## config.mk

```make
export PLATFORM = sky130hd
export DESIGN_NAME = eye_tracker_top
export DESIGN_NICKNAME = d
export VERILOG_FILES = /design/src/grav_pkg.sv /design/src/cl_pkg.sv /design/src/eye_tracker_top.sv /design/src/uart_tx.sv /design/src/sums_packetizer.sv /design/src/gravity_accum.sv /design/src/cam_input.sv
export SDC_FILE = /design/constraint.sdc
export NUM_CORES = 1
export LEC_CHECK = 0
export BUFFER_PORTS_ARGS = -buffer_cell sky130_fd_sc_hd__buf_2
export CAP_MARGIN = 20
export CORE_MARGIN = 4
export CORE_UTILIZATION = 55
export CTS_CLUSTER_SIZE = 40
export DETAILED_ROUTE_END_ITERATION = 16
export PLACE_DENSITY = 0.72
export SETUP_SLACK_MARGIN = 0.02
export SKIP_LAST_GASP = 1
export SYNTH_ARGS = -nofsm -noshare
export SYNTH_HDL_FRONTEND = slang
export SYNTH_SLANG_ARGS = --single-unit
```

## constraint.sdc

```tcl
create_clock -name cclk -period 5.3 [get_ports cclk]
set_input_delay 0.265 -clock cclk [delete_from_list [all_inputs] [get_ports cclk]]
set_output_delay 0.265 -clock cclk [all_outputs]
set_load 0.01 [all_outputs]
```

## src/grav_pkg.sv

```systemverilog
// Pupil centre of gravity and its report packet
// Sum widths, the sums struct, packet layout and UART framing
`default_nettype none

package grav_pkg;

    // ----------------------------------------
    // Accumulator widths
    // ----------------------------------------
    localparam int sum_s_width  = 20;
    localparam int sum_sx_width = 28;
    localparam int sum_sy_width = 28;

    typedef struct packed {
        logic [sum_s_width-1:0]  sum_s;   // Dark pixel count
        logic [sum_sx_width-1:0] sum_sx;  // Sum of columns
        logic [sum_sy_width-1:0] sum_sy;  // Sum of rows
    } grav_sums_t;

    // ----------------------------------------
    // Packet and UART
    // ----------------------------------------
    localparam int byte_width = 8;
    typedef logic [byte_width-1:0] byte_t;

    localparam byte_t packet_sync  = 8'hA5;
    localparam int    sum_s_bytes  = 3;
    localparam int    sum_sx_bytes = 4;
    localparam int    sum_sy_bytes = 4;
    localparam int    packet_bytes = 1 + sum_s_bytes + sum_sx_bytes + sum_sy_bytes;
    localparam int    pkt_idx_width = $clog2(packet_bytes);

    localparam int uart_frame_bits      = 10;  // Start, 8 data, stop
    localparam int uart_idx_width       = $clog2(uart_frame_bits);
    localparam int default_clks_per_bit = 369; // 85 MHz to 230400 bd

endpackage

`default_nettype wire

```

## src/cl_pkg.sv

```systemverilog
// Camera Link side definitions
// Base configuration with two 8-bit taps per beat, plus the
// sync polarities that the camera drives on its pins
`default_nettype none

package cl_pkg;

    // ----------------------------------------
    // Sizes
    // ----------------------------------------
    localparam int pixel_width = 8;   // Bits per tap
    localparam int coord_width = 11;  // Column and row counters

    // ----------------------------------------
    // Pin polarities
    // ----------------------------------------
    localparam logic fval_active_high = 1'b1;
    localparam logic lval_active_high = 1'b1;
    localparam logic dval_active_high = 1'b0;  // Camera pulls DVAL low for valid data

    typedef logic [pixel_width-1:0] pixel_t;

    // One registered beat, flags already at active level
    typedef struct packed {
        logic   vsync;   // In frame
        logic   hsync;   // In line
        logic   de;      // Valid beat
        pixel_t data_l;  // Even column
        pixel_t data_r;  // Odd column
    } cam_beat_t;

endpackage

`default_nettype wire
```

## src/eye_tracker_top.sv

```systemverilog
// Eye tracker measurement path
// Camera Link input, dark pixel centre of gravity over each frame,
// and the per-frame sums sent as a 12-byte UART packet.
// Single clock domain on the camera clock
`timescale 1ns/10ps
`default_nettype none

module eye_tracker_top #(
    parameter int clks_per_bit = grav_pkg::default_clks_per_bit
) (
    input  logic           cclk,
    input  logic           arst_n,
    input  logic           fval,
    input  logic           lval,
    input  logic           dval,
    input  cl_pkg::pixel_t data_l,
    input  cl_pkg::pixel_t data_r,
    input  cl_pkg::pixel_t threshold,  // Board jumpers
    output logic           uart_txd
);
    import cl_pkg::*;
    import grav_pkg::*;

    cam_beat_t  beat;
    grav_sums_t sums;
    logic       frame_done;
    logic       pkt_busy;
    logic       tx_start;
    logic       tx_busy;
    byte_t      tx_byte;

    // ----------------------------------------
    // Video side
    // ----------------------------------------
    cam_input i_cam_input (
        .cclk   (cclk),
        .arst_n (arst_n),
        .fval   (fval),
        .lval   (lval),
        .dval   (dval),
        .data_l (data_l),
        .data_r (data_r),
        .beat   (beat)
    );

    gravity_accum i_gravity_accum (
        .cclk       (cclk),
        .arst_n     (arst_n),
        .beat       (beat),
        .threshold  (threshold),
        .pkt_busy   (pkt_busy),
        .sums       (sums),
        .frame_done (frame_done)
    );

    // ----------------------------------------
    // Report side
    // ----------------------------------------
    sums_packetizer i_sums_packetizer (
        .cclk       (cclk),
        .arst_n     (arst_n),
        .sums       (sums),
        .frame_done (frame_done),
        .tx_busy    (tx_busy),
        .tx_start   (tx_start),
        .tx_byte    (tx_byte),
        .pkt_busy   (pkt_busy)
    );

    uart_tx #(
        .clks_per_bit (clks_per_bit)
    ) i_uart_tx (
        .cclk     (cclk),
        .arst_n   (arst_n),
        .tx_start (tx_start),
        .tx_byte  (tx_byte),
        .tx_busy  (tx_busy),
        .txd      (uart_txd)
    );

endmodule

`default_nettype wire

```

## src/uart_tx.sv

```systemverilog
// UART transmitter, 8N1
// Start bit, eight data bits LSB first, one stop bit.
// Bit period set by clks_per_bit camera clocks
`timescale 1ns/10ps
`default_nettype none

module uart_tx #(
    parameter int clks_per_bit = grav_pkg::default_clks_per_bit
) (
    input  logic            cclk,
    input  logic            arst_n,
    input  logic            tx_start,
    input  grav_pkg::byte_t tx_byte,
    output logic            tx_busy,
    output logic            txd
);
    import grav_pkg::*;

    logic [$clog2(clks_per_bit)-1:0] bit_cnt;
    logic [uart_idx_width-1:0]       bit_idx;   // 0 is the start bit
    logic [byte_width:0]             shreg;     // Data plus stop bit
    logic                            bit_end;

    assign bit_end = (bit_cnt == $bits(bit_cnt)'(clks_per_bit - 1));

    // ----------------------------------------
    // Bit timing and line
    // ----------------------------------------
    always_ff @(posedge cclk or negedge arst_n) begin
        if (!arst_n) begin
            tx_busy <= 1'b0;
            txd     <= 1'b1;  // Idle high
            bit_cnt <= '0;
            bit_idx <= '0;
        end else if (!tx_busy) begin
            bit_cnt <= '0;
            bit_idx <= '0;
            if (tx_start) begin
                tx_busy <= 1'b1;
                txd     <= 1'b0;  // Start bit
            end
        end else if (bit_end) begin
            bit_cnt <= '0;
            if (bit_idx == uart_idx_width'(uart_frame_bits - 1)) begin
                tx_busy <= 1'b0;  // End of stop bit
                txd     <= 1'b1;
            end else begin
                bit_idx <= bit_idx + 1'b1;
                txd     <= shreg[0];
            end
        end else begin
            bit_cnt <= bit_cnt + 1'b1;
        end
    end

    // Shift register, refilled with ones behind the data
    always_ff @(posedge cclk) begin
        if (!tx_busy && tx_start) begin
            shreg <= {1'b1, tx_byte};
        end else if (tx_busy && bit_end) begin
            shreg <= {1'b1, shreg[byte_width:1]};
        end
    end

    a_no_start_busy : assert property (@(posedge cclk) disable iff (!arst_n)
        tx_start |-> !tx_busy)
        else $error("tx_start while transmitter busy");

endmodule

`default_nettype wire

```

## src/sums_packetizer.sv

```systemverilog
// Result packetizer
// Sends sync byte, S (3 bytes), SX (4 bytes) and SY (4 bytes),
// each sum zero-extended and most significant byte first.
// One byte per transmitter frame
`timescale 1ns/10ps
`default_nettype none

module sums_packetizer (
    input  logic                 cclk,
    input  logic                 arst_n,
    input  grav_pkg::grav_sums_t sums,
    input  logic                 frame_done,
    input  logic                 tx_busy,
    output logic                 tx_start,
    output grav_pkg::byte_t      tx_byte,
    output logic                 pkt_busy
);
    import grav_pkg::*;

    typedef enum logic [1:0] {
        st_idle,  // Waiting for a frame result
        st_load,  // Strobe one byte into the UART
        st_wait   // Byte on the line
    } state_t;

    state_t                         state;
    logic [pkt_idx_width-1:0]       byte_idx;
    logic [packet_bytes*byte_width-1:0] pkt_word;

    // Whole packet, sync byte on top
    assign pkt_word = {packet_sync,
                       {(sum_s_bytes*byte_width-sum_s_width){1'b0}},   sums.sum_s,
                       {(sum_sx_bytes*byte_width-sum_sx_width){1'b0}}, sums.sum_sx,
                       {(sum_sy_bytes*byte_width-sum_sy_width){1'b0}}, sums.sum_sy};

    assign tx_byte  = pkt_word[byte_width*(packet_bytes-1-byte_idx) +: byte_width];
    assign tx_start = (state == st_load);
    assign pkt_busy = (state != st_idle);

    always_ff @(posedge cclk or negedge arst_n) begin
        if (!arst_n) begin
            state    <= st_idle;
            byte_idx <= '0;
        end else begin
            case (state)
                st_idle: begin
                    byte_idx <= '0;
                    if (frame_done) begin
                        state <= st_load;
                    end
                end
                st_load: begin
                    state <= st_wait;  // UART raises tx_busy next cycle
                end
                st_wait: begin
                    if (!tx_busy) begin  // Stop bit finished
                        if (byte_idx == pkt_idx_width'(packet_bytes - 1)) begin
                            state <= st_idle;
                        end else begin
                            byte_idx <= byte_idx + 1'b1;
                            state    <= st_load;
                        end
                    end
                end
                default: state <= st_idle;
            endcase
        end
    end

endmodule

`default_nettype wire

```

## src/gravity_accum.sv

```systemverilog
// Centre of gravity accumulator
// Tracks column and row of each tap, marks pixels below threshold
// as pupil and sums their count, columns and rows over a frame.
// The totals are latched and announced when the frame ends,
// unless the previous packet is still going out
`timescale 1ns/10ps
`default_nettype none

module gravity_accum (
    input  logic                 cclk,
    input  logic                 arst_n,
    input  cl_pkg::cam_beat_t    beat,
    input  cl_pkg::pixel_t       threshold,
    input  logic                 pkt_busy,
    output grav_pkg::grav_sums_t sums,
    output logic                 frame_done
);
    import cl_pkg::*;
    import grav_pkg::*;

    logic                    vsync_d;
    logic                    hsync_d;
    logic                    vsync_rise;
    logic                    vsync_fall;
    logic                    line_end;
    logic                    take;
    logic [coord_width-1:0]  col;       // Column of the left tap
    logic [coord_width-1:0]  col_r;
    logic [coord_width-1:0]  row;
    logic                    dark_l;
    logic                    dark_r;
    logic [1:0]              add_s;
    logic [coord_width:0]    add_sx;
    logic [coord_width:0]    add_sy;
    logic [sum_s_width-1:0]  acc_s;
    logic [sum_sx_width-1:0] acc_sx;
    logic [sum_sy_width-1:0] acc_sy;

    assign vsync_rise = beat.vsync & ~vsync_d;
    assign vsync_fall = ~beat.vsync & vsync_d;
    assign line_end   = ~beat.hsync & hsync_d;
    assign take       = vsync_fall & ~pkt_busy;  // Dropped while a packet is out

    // ----------------------------------------
    // Per-beat contribution
    // ----------------------------------------
    assign col_r  = {col[coord_width-1:1], 1'b1};  // col is always even
    assign dark_l = beat.de && (beat.data_l < threshold);
    assign dark_r = beat.de && (beat.data_r < threshold);

    assign add_s  = {1'b0, dark_l} + {1'b0, dark_r};
    assign add_sx = (dark_l ? {1'b0, col} : '0) + (dark_r ? {1'b0, col_r} : '0);
    assign add_sy = (dark_l ? {1'b0, row} : '0) + (dark_r ? {1'b0, row} : '0);

    // ----------------------------------------
    // Position counters
    // ----------------------------------------
    always_ff @(posedge cclk or negedge arst_n) begin
        if (!arst_n) begin
            vsync_d    <= 1'b0;
            hsync_d    <= 1'b0;
            col        <= '0;
            row        <= '0;
            frame_done <= 1'b0;
        end else begin
            vsync_d    <= beat.vsync;
            hsync_d    <= beat.hsync;
            frame_done <= take;

            if (!beat.hsync) begin
                col <= '0;
            end else if (beat.de) begin
                col <= col + coord_width'(2);  // Two taps per beat
            end

            if (!beat.vsync) begin
                row <= '0;
            end else if (line_end) begin
                row <= row + 1'b1;
            end
        end
    end

    // ----------------------------------------
    // Sums
    // ----------------------------------------
    always_ff @(posedge cclk) begin
        if (vsync_rise) begin  // New frame
            acc_s  <= sum_s_width'(add_s);
            acc_sx <= sum_sx_width'(add_sx);
            acc_sy <= sum_sy_width'(add_sy);
        end else begin
            acc_s  <= acc_s + sum_s_width'(add_s);
            acc_sx <= acc_sx + sum_sx_width'(add_sx);
            acc_sy <= acc_sy + sum_sy_width'(add_sy);
        end

        if (take) begin
            sums <= '{sum_s: acc_s, sum_sx: acc_sx, sum_sy: acc_sy};
        end
    end

    // The 32-bit sum shows a wrap as a mismatch
    a_col_no_wrap : assert property (@(posedge cclk) disable iff (!arst_n)
        beat.de |=> col == $past(col) + 2)
        else $error("column counter wrapped, line too long");

endmodule

`default_nettype wire

```

## src/cam_input.sv

```systemverilog
// Camera Link input stage
// Registers the raw pins once and converts FVAL, LVAL and DVAL
// to active-high flags. A beat is valid only inside frame and line
`timescale 1ns/10ps
`default_nettype none

module cam_input (
    input  logic              cclk,
    input  logic              arst_n,
    input  logic              fval,
    input  logic              lval,
    input  logic              dval,
    input  cl_pkg::pixel_t    data_l,
    input  cl_pkg::pixel_t    data_r,
    output cl_pkg::cam_beat_t beat
);
    import cl_pkg::*;

    logic   frame_act;
    logic   line_act;
    logic   data_act;
    logic   vsync_q;
    logic   hsync_q;
    logic   de_q;
    pixel_t data_l_q;
    pixel_t data_r_q;

    assign frame_act = (fval == fval_active_high);
    assign line_act  = (lval == lval_active_high);
    assign data_act  = (dval == dval_active_high);

    // Sync flags
    always_ff @(posedge cclk or negedge arst_n) begin
        if (!arst_n) begin
            vsync_q <= 1'b0;
            hsync_q <= 1'b0;
            de_q    <= 1'b0;
        end else begin
            vsync_q <= frame_act;
            hsync_q <= line_act;
            de_q    <= frame_act & line_act & data_act;
        end
    end

    // Pixel taps
    always_ff @(posedge cclk) begin
        data_l_q <= data_l;
        data_r_q <= data_r;
    end

    assign beat = '{vsync: vsync_q, hsync: hsync_q, de: de_q,
                    data_l: data_l_q, data_r: data_r_q};

    // Camera must keep LVAL inside FVAL
    a_line_in_frame : assert property (@(posedge cclk) disable iff (!arst_n)
        beat.hsync |-> beat.vsync)
        else $error("line valid seen outside frame valid");

endmodule

`default_nettype wire

```

# Yosys cells after proc, flatten, opt, wreduce, memory -nomap -nowiden

Index checks and enable logic that the tools add are counted.

Add/subtract/negate cells: 12
Multiplexer cells: 33
Reduce and logical (&&, ||, !) cells: 14
Shifts and indexed selects: 1
Order comparisons: 2
Eq/ne operators: 12
Bitwise logic cells: 11

Operators by type and width:

| kind                                                             | count |
|---|---|
| 96-bit by 33-bit variable part select with 8-bit output          | 1 |
| 11-bit two-way mux                                               | 8 |
| 28-bit by 12-bit adder with 28-bit output                        | 2 |
| 12-bit adder                                                     | 2 |
| 12-bit two-way mux                                               | 2 |
| 20-bit by 2-bit adder with 20-bit output                         | 1 |
| 4-bit two-way mux                                                | 5 |
| 9-bit two-way mux                                                | 2 |
| 8-bit < comparator                                               | 2 |
| 8-bit two-way mux                                                | 2 |
| 2-bit != test (second input constant)                            | 6 |
| 11-bit by 1-bit adder with 11-bit output (second input constant) | 1 |
| 11-bit by 2-bit adder with 11-bit output (second input constant) | 1 |
| 9-bit by 1-bit adder with 9-bit output (second input constant)   | 1 |
| 9-bit equality test (second input constant)                      | 1 |
| 1-bit two-way mux                                                | 9 |
| 4-bit by 1-bit adder with 4-bit output (second input constant)   | 2 |
| 4-bit equality test (second input constant)                      | 2 |
| 4-bit case mux with 2 select lines                               | 1 |
| 2-bit nonzero test                                               | 4 |
| 1-bit AND                                                        | 6 |
| 2-bit two-way mux                                                | 3 |
| 2-bit case mux with 3 select lines                               | 1 |
| 2-bit AND reduction                                              | 3 |
| other kinds (10)                                                 | 17 |

Register bits: 225
Output and inout port bits: 1

# Longest topological paths before layout

Depth in word-level cells: 6
Mapped depth: 24
Depth with buffers taken out: 22

# By module

Synthesis repeated with hierarchy kept, for this count alone.

Cell total of the unflattened synthesis: 1135
Area, all modules: 11825.1 um2

Modules (own cells, without submodules):

| module          | area an instance (um2) | cells each | instances |
|---|---|---|---|
| gravity_accum   | 9076.2                 | 875        | 1 |
| uart_tx         | 1207.4                 | 104        | 1 |
| sums_packetizer | 1114.8                 | 133        | 1 |
| cam_input       | 426.7                  | 23         | 1 |

# Least setup slack after synthesis

Ideal clock, no wire load.

Path type: in2reg
Start: input threshold[4]
End: register i_gravity_accum.acc_sy[15]
Arrival time: 4.242 ns
Path slack: 0.931 ns
Library setup time: 0.128 ns
Stages: 23
Data required time: 5.172 ns
Path buffers: 1
Cell sequence: inv_1 > ha_1 > and2_1 > o21ai_0 > o21ai_1 > o22ai_1 > clkbuf_1 > and2_1 > ha_1 > inv_1 > fa_1 > nor2b_1 > o31a_1 > o22ai_1 > o21ai_1 > xor2_1 > ha_1 > and4_1 > and2_1 > a311o_1 > nand4_1 > xor2_1 > nor2_1

Longest elaborated chain between the ends: 5
Elaborated cells on any way between the ends: 8
Those cells by class: add/sub (2); order compare (2); mux (2); reduce/logical (2)

Ends and longest elaborated chain:

| item                                          | RTL line                                 | RTL |
|---|---|---|
| start: declaration                            | eye_tracker_top.sv:18                    | `input cl_pkg::pixel_t threshold,` |
| 8-bit < comparator, on equally long branches  | gravity_accum.sv:48, gravity_accum.sv:49 |  |
| 1-bit logical AND, on equally long branches   | gravity_accum.sv:48, gravity_accum.sv:49 |  |
| 11-bit two-way mux                            | gravity_accum.sv:53                      | `assign add_sy = (dark_l ? {1'b0, row} : '0) + (dark_r ? {1'b0, row} : '0);` |
| 12-bit adder (*)                              | gravity_accum.sv:53                      |  |
| 28-bit by 12-bit adder with 28-bit output (*) | gravity_accum.sv:95                      | `acc_sy <= acc_sy + sum_sy_width'(add_sy);` |
| end signal: assignment                        | gravity_accum.sv:91                      | `acc_sy <= sum_sy_width'(add_sy);` |
| end signal: assignment                        | gravity_accum.sv:95                      |  |
| end: declaration                              | gravity_accum.sv:37                      | `logic [sum_sy_width-1:0] acc_sy;` |

Mark *: on every way between the ends. The rest lies on a longest branch, timed or not.
A chain may end at the register's enable or synchronous reset.

# Worst setup path after layout

Start: register i_cam_input.data_r_q[6]
End: register i_gravity_accum.acc_sx[27]

Longest elaborated chain between the ends: 5

Ends and longest elaborated chain:

| item                                      | RTL line            | RTL |
|---|---|---|
| start: declaration                        | cam_input.sv:26     | `pixel_t data_r_q;` |
| start signal: assignment                  | cam_input.sv:48     | `data_r_q <= data_r;` |
| 8-bit < comparator                        | gravity_accum.sv:49 | `assign dark_r = beat.de && (beat.data_r < threshold);` |
| 1-bit logical AND                         | gravity_accum.sv:49 |  |
| 11-bit two-way mux                        | gravity_accum.sv:52 | `assign add_sx = (dark_l ? {1'b0, col} : '0) + (dark_r ? {1'b0, col_r} : '0);` |
| 12-bit adder                              | gravity_accum.sv:52 |  |
| 28-bit by 12-bit adder with 28-bit output | gravity_accum.sv:94 | `acc_sx <= acc_sx + sum_sx_width'(add_sx);` |
| end signal: assignment                    | gravity_accum.sv:90 | `acc_sx <= sum_sx_width'(add_sx);` |
| end signal: assignment                    | gravity_accum.sv:94 |  |
| end: declaration                          | gravity_accum.sv:36 | `logic [sum_sx_width-1:0] acc_sx;` |

No other way between the ends.

==> impl_metrics.ini <==
[yosys]
netlist_area_mm2 = 0.0116
postSynth.asyncResetShare_pct = 21.4
synth_area_leader_cell = edfxtp_1
syn_avg_cell_area_um2 = 10.6
ys_seq_elements = 224
yosysSeqAreaShare_pct = 48.0
synth-edff-count = 84
ys.warnings.count = 0
synthTopCellsByArea = edfxtp_1 22%, dfxtp_1 16%, dfrtp_1 10%
synth_flop_cell = dfxtp_1
netlist_instances = 1097
synth.distinct_cells = 75
syn-num-nets = 1205
synth_top_area_share_pct = 21.8

[final_layout]
nNetsFinal = 1253
finalNonFillerCells = 1433
mostFrequentLayoutCells = 93 x nor2_1, 92 x dfxtp_1, 84 x edfxtp_1
final_common_cell = nor2_1
finish.utilization_pct = 63.0
final_cell_area_mm2 = 0.0129
fillers = 1681
final_layout_size_suffix_gt1_share_pct = 8.86
syn_to_final_growth_pct = 11.4
final-seq-area_mm2 = 0.00557
n_antenna_cell = 0
multi_input_area_mm2 = 0.00577

[global_routing]
grt_overflow = 0
grt_max_degree = 78
grt_pass1_vias = 7958
grt_pass1_wl_um = 39300
antenna_found_initial = 0
track_usage_pct = 20.0

[routing]
dr.pass1.iters = 5
drt_iter0_markers = 363
drt-total-wl_um = 23300
drcViolationCount = 0
wl_per_cell_um = 16.2
vias = 8154
drtAntennaViolNets = 0
via_per_inst = 5.69

[timing]
rsz0062_at_grt = no
finalHoldViolations = 0
skew_ns = 0.00811
tns_ns = 0
tightest_slew_ns = 1.04
fmax_mhz = 216
min_period_over_period_pct = 87.5
finalSetupViolations = 0
worst_slack_ns = 0.664
relSlewSlack_pct = 30.4
slew_viol_final = 0
worst_hold_slack_ns = 0.375
period_needed_ns = 4.64

[floorplanning]
dieArea_mm2 = 0.0235
die_y_um = 153
io_pins = 30
start_util_pct = 56.6
row_count = 52
die_w_um = 153
core_area_mm2 = 0.0205

[clock_network]
cts_buffers = 24
cts_setup_buffers = 0
insertion_delay_ns = 0.52
clockBufferDepth = 3
cts_resized = 0
cts_tree = done
htreeDepth = 1
clock_sinks = 224
postCtsHoldBufs = 20
cts-root-buf = clkbuf_16
path_clk_slew_ns = 0.06

[setup_path]
crit_type = reg2reg
setup.worst_path.end_class = register
cp_max_fo = 23
critPathRequiredTime_ns = 5.75
critPathArrivalTime_ns = 5.08
startpoint_type = register

[job]
maxCapViolCount = 0

[placement]
dp_hpwl_um = 16500
place_ws_ns = 0.579
dpl-instance-area_mm2 = 0.0120
gp_congestion = 0.883
placed_cells = 1369
portBuffers = 29

[status]
outcome = completed

[min_path]
hold_path.class = in2async

[pwr]
peakVddDrop_v = 0.000291
leakagePower_nw = 5.41
powerDensity_mw_per_mm2 = 320
finalPower_mw = 4.14
## per-layer routing
| metal | up-vias | share of wire [%] | global-route usage (%) |
|---|---|---|---|
| li1 | 4087 | - | - |
| met1 | 3851 | 46 | 27.1 |
| met2 | 163 | 48 | 33.9 |
| met3 | 53 | 3.7 | 2.74 |
| met4 | 0 | 2.7 | 5.43 |
| met5 | - | 0 | 0 |
## state kept, by name (all words and copies together) (netlist names), 9 cells and up
| name | cells |
|---|---|
| i_gravity_accum.acc_sx | 28 |
| i_gravity_accum.sums | 76 |
| i_gravity_accum.row | 11 |
| i_uart_tx.bit_cnt | 9 |
| i_gravity_accum.acc_sy | 28 |
| i_gravity_accum.acc_s | 20 |
| i_gravity_accum.col | 10 |
## synth_stat cells (10+ instances only)
cell type,n
a21o_1,14
a21oi_1,44
a31oi_1,11
and2_1,62
and3_1,21
clkbuf_1,22
dfrtp_1,47
dfxtp_1,92
edfxtp_1,84
ha_1,74
inv_1,34
mux2_2,10
mux2i_1,15
mux4_2,10
nand2_1,77
nand3_1,31
nand4_1,20
nor2_1,94
o21a_1,13
o21ai_0,51
o22ai_1,10
or3_1,15
xnor2_1,49
xor2_1,42
## worst max-delay path, stage by stage, from the launching register on
cell and delay (ns):
dfxtp_1 0.30, ha_1 0.28, o21a_1 0.14, nand3_1 0.08, o21ai_1 0.14, o22ai_1 0.13
buf_4 0.21, and2_1 0.18, ha_1 0.23, nor3_1 0.33, o211ai_1 0.18, a41oi_1 0.35
nor2b_1 0.08, o21ai_0 0.24, nand2_1 0.10, ha_1 0.33, inv_1 0.08, or3_1 0.36
o2bb2ai_1 0.21, o21ai_1 0.11, or3_1 0.35, a21oi_1 0.14
## report_power, final
part / internal [mW] / leakage (nW) / switching (mW)
Combinational: 0.240 / 2.85 / 0.306
Clock: 0.867 / 0.347 / 0.659
Sequential: 1.95 / 2.21 / 0.121
## cells by family (layout without fill, tap and decap cells)
logic type | after synthesis | after routing | synth area share [%]
simple gates | 365 | 365 | 16.1
compound gates | 233 | 233 | 13.6
flops | 224 | 224 | 48.0
xor+xnor | 91 | 91 | 6.87
fa+ha+maj | 79 | 79 | 8.85
buf+inv | 69 | 135 | 2.34
mux | 35 | 35 | 4.21
other cells | 1 | 1 | 0.0323
## final cells by class
type	count	share of cell area, %
multi-input cells	804	44.7
flip-flops and latches	224	43.1
clock buffers	36	5.15
repair buffers	56	3.08
well taps	270	2.62
inverters	35	1.02
clock inverters	8	0.358
## worst paths after layout
check | from | end | slack [ns] | depth (start not counted)
max in group asynchronous | arst_n | i_gravity_accum.col[1]$_DFFE_PN0N_ | 4.47 | 3
hold / removal | arst_n | i_uart_tx.tx_busy$_DFF_PN0_ | 0.37 | 3
hold reg to reg | i_gravity_accum.acc_s[0]$_DFF_P_ | i_gravity_accum.sums[56]$_DFFE_PP_ | 0.44 | 0
setup / recovery | i_cam_input.data_r_q[6]$_DFF_P_ | i_gravity_accum.acc_sx[27]$_SDFF_PP0_ | 0.66 | 21
setup reg to reg | i_cam_input.data_r_q[6]$_DFF_P_ | i_gravity_accum.acc_sx[27]$_SDFF_PP0_ | 0.66 | 21
min in group cclk | data_r[6] | i_cam_input.data_r_q[6]$_DFF_P_ | 0.38 | 2
Power figures use the tool's default switching activity.
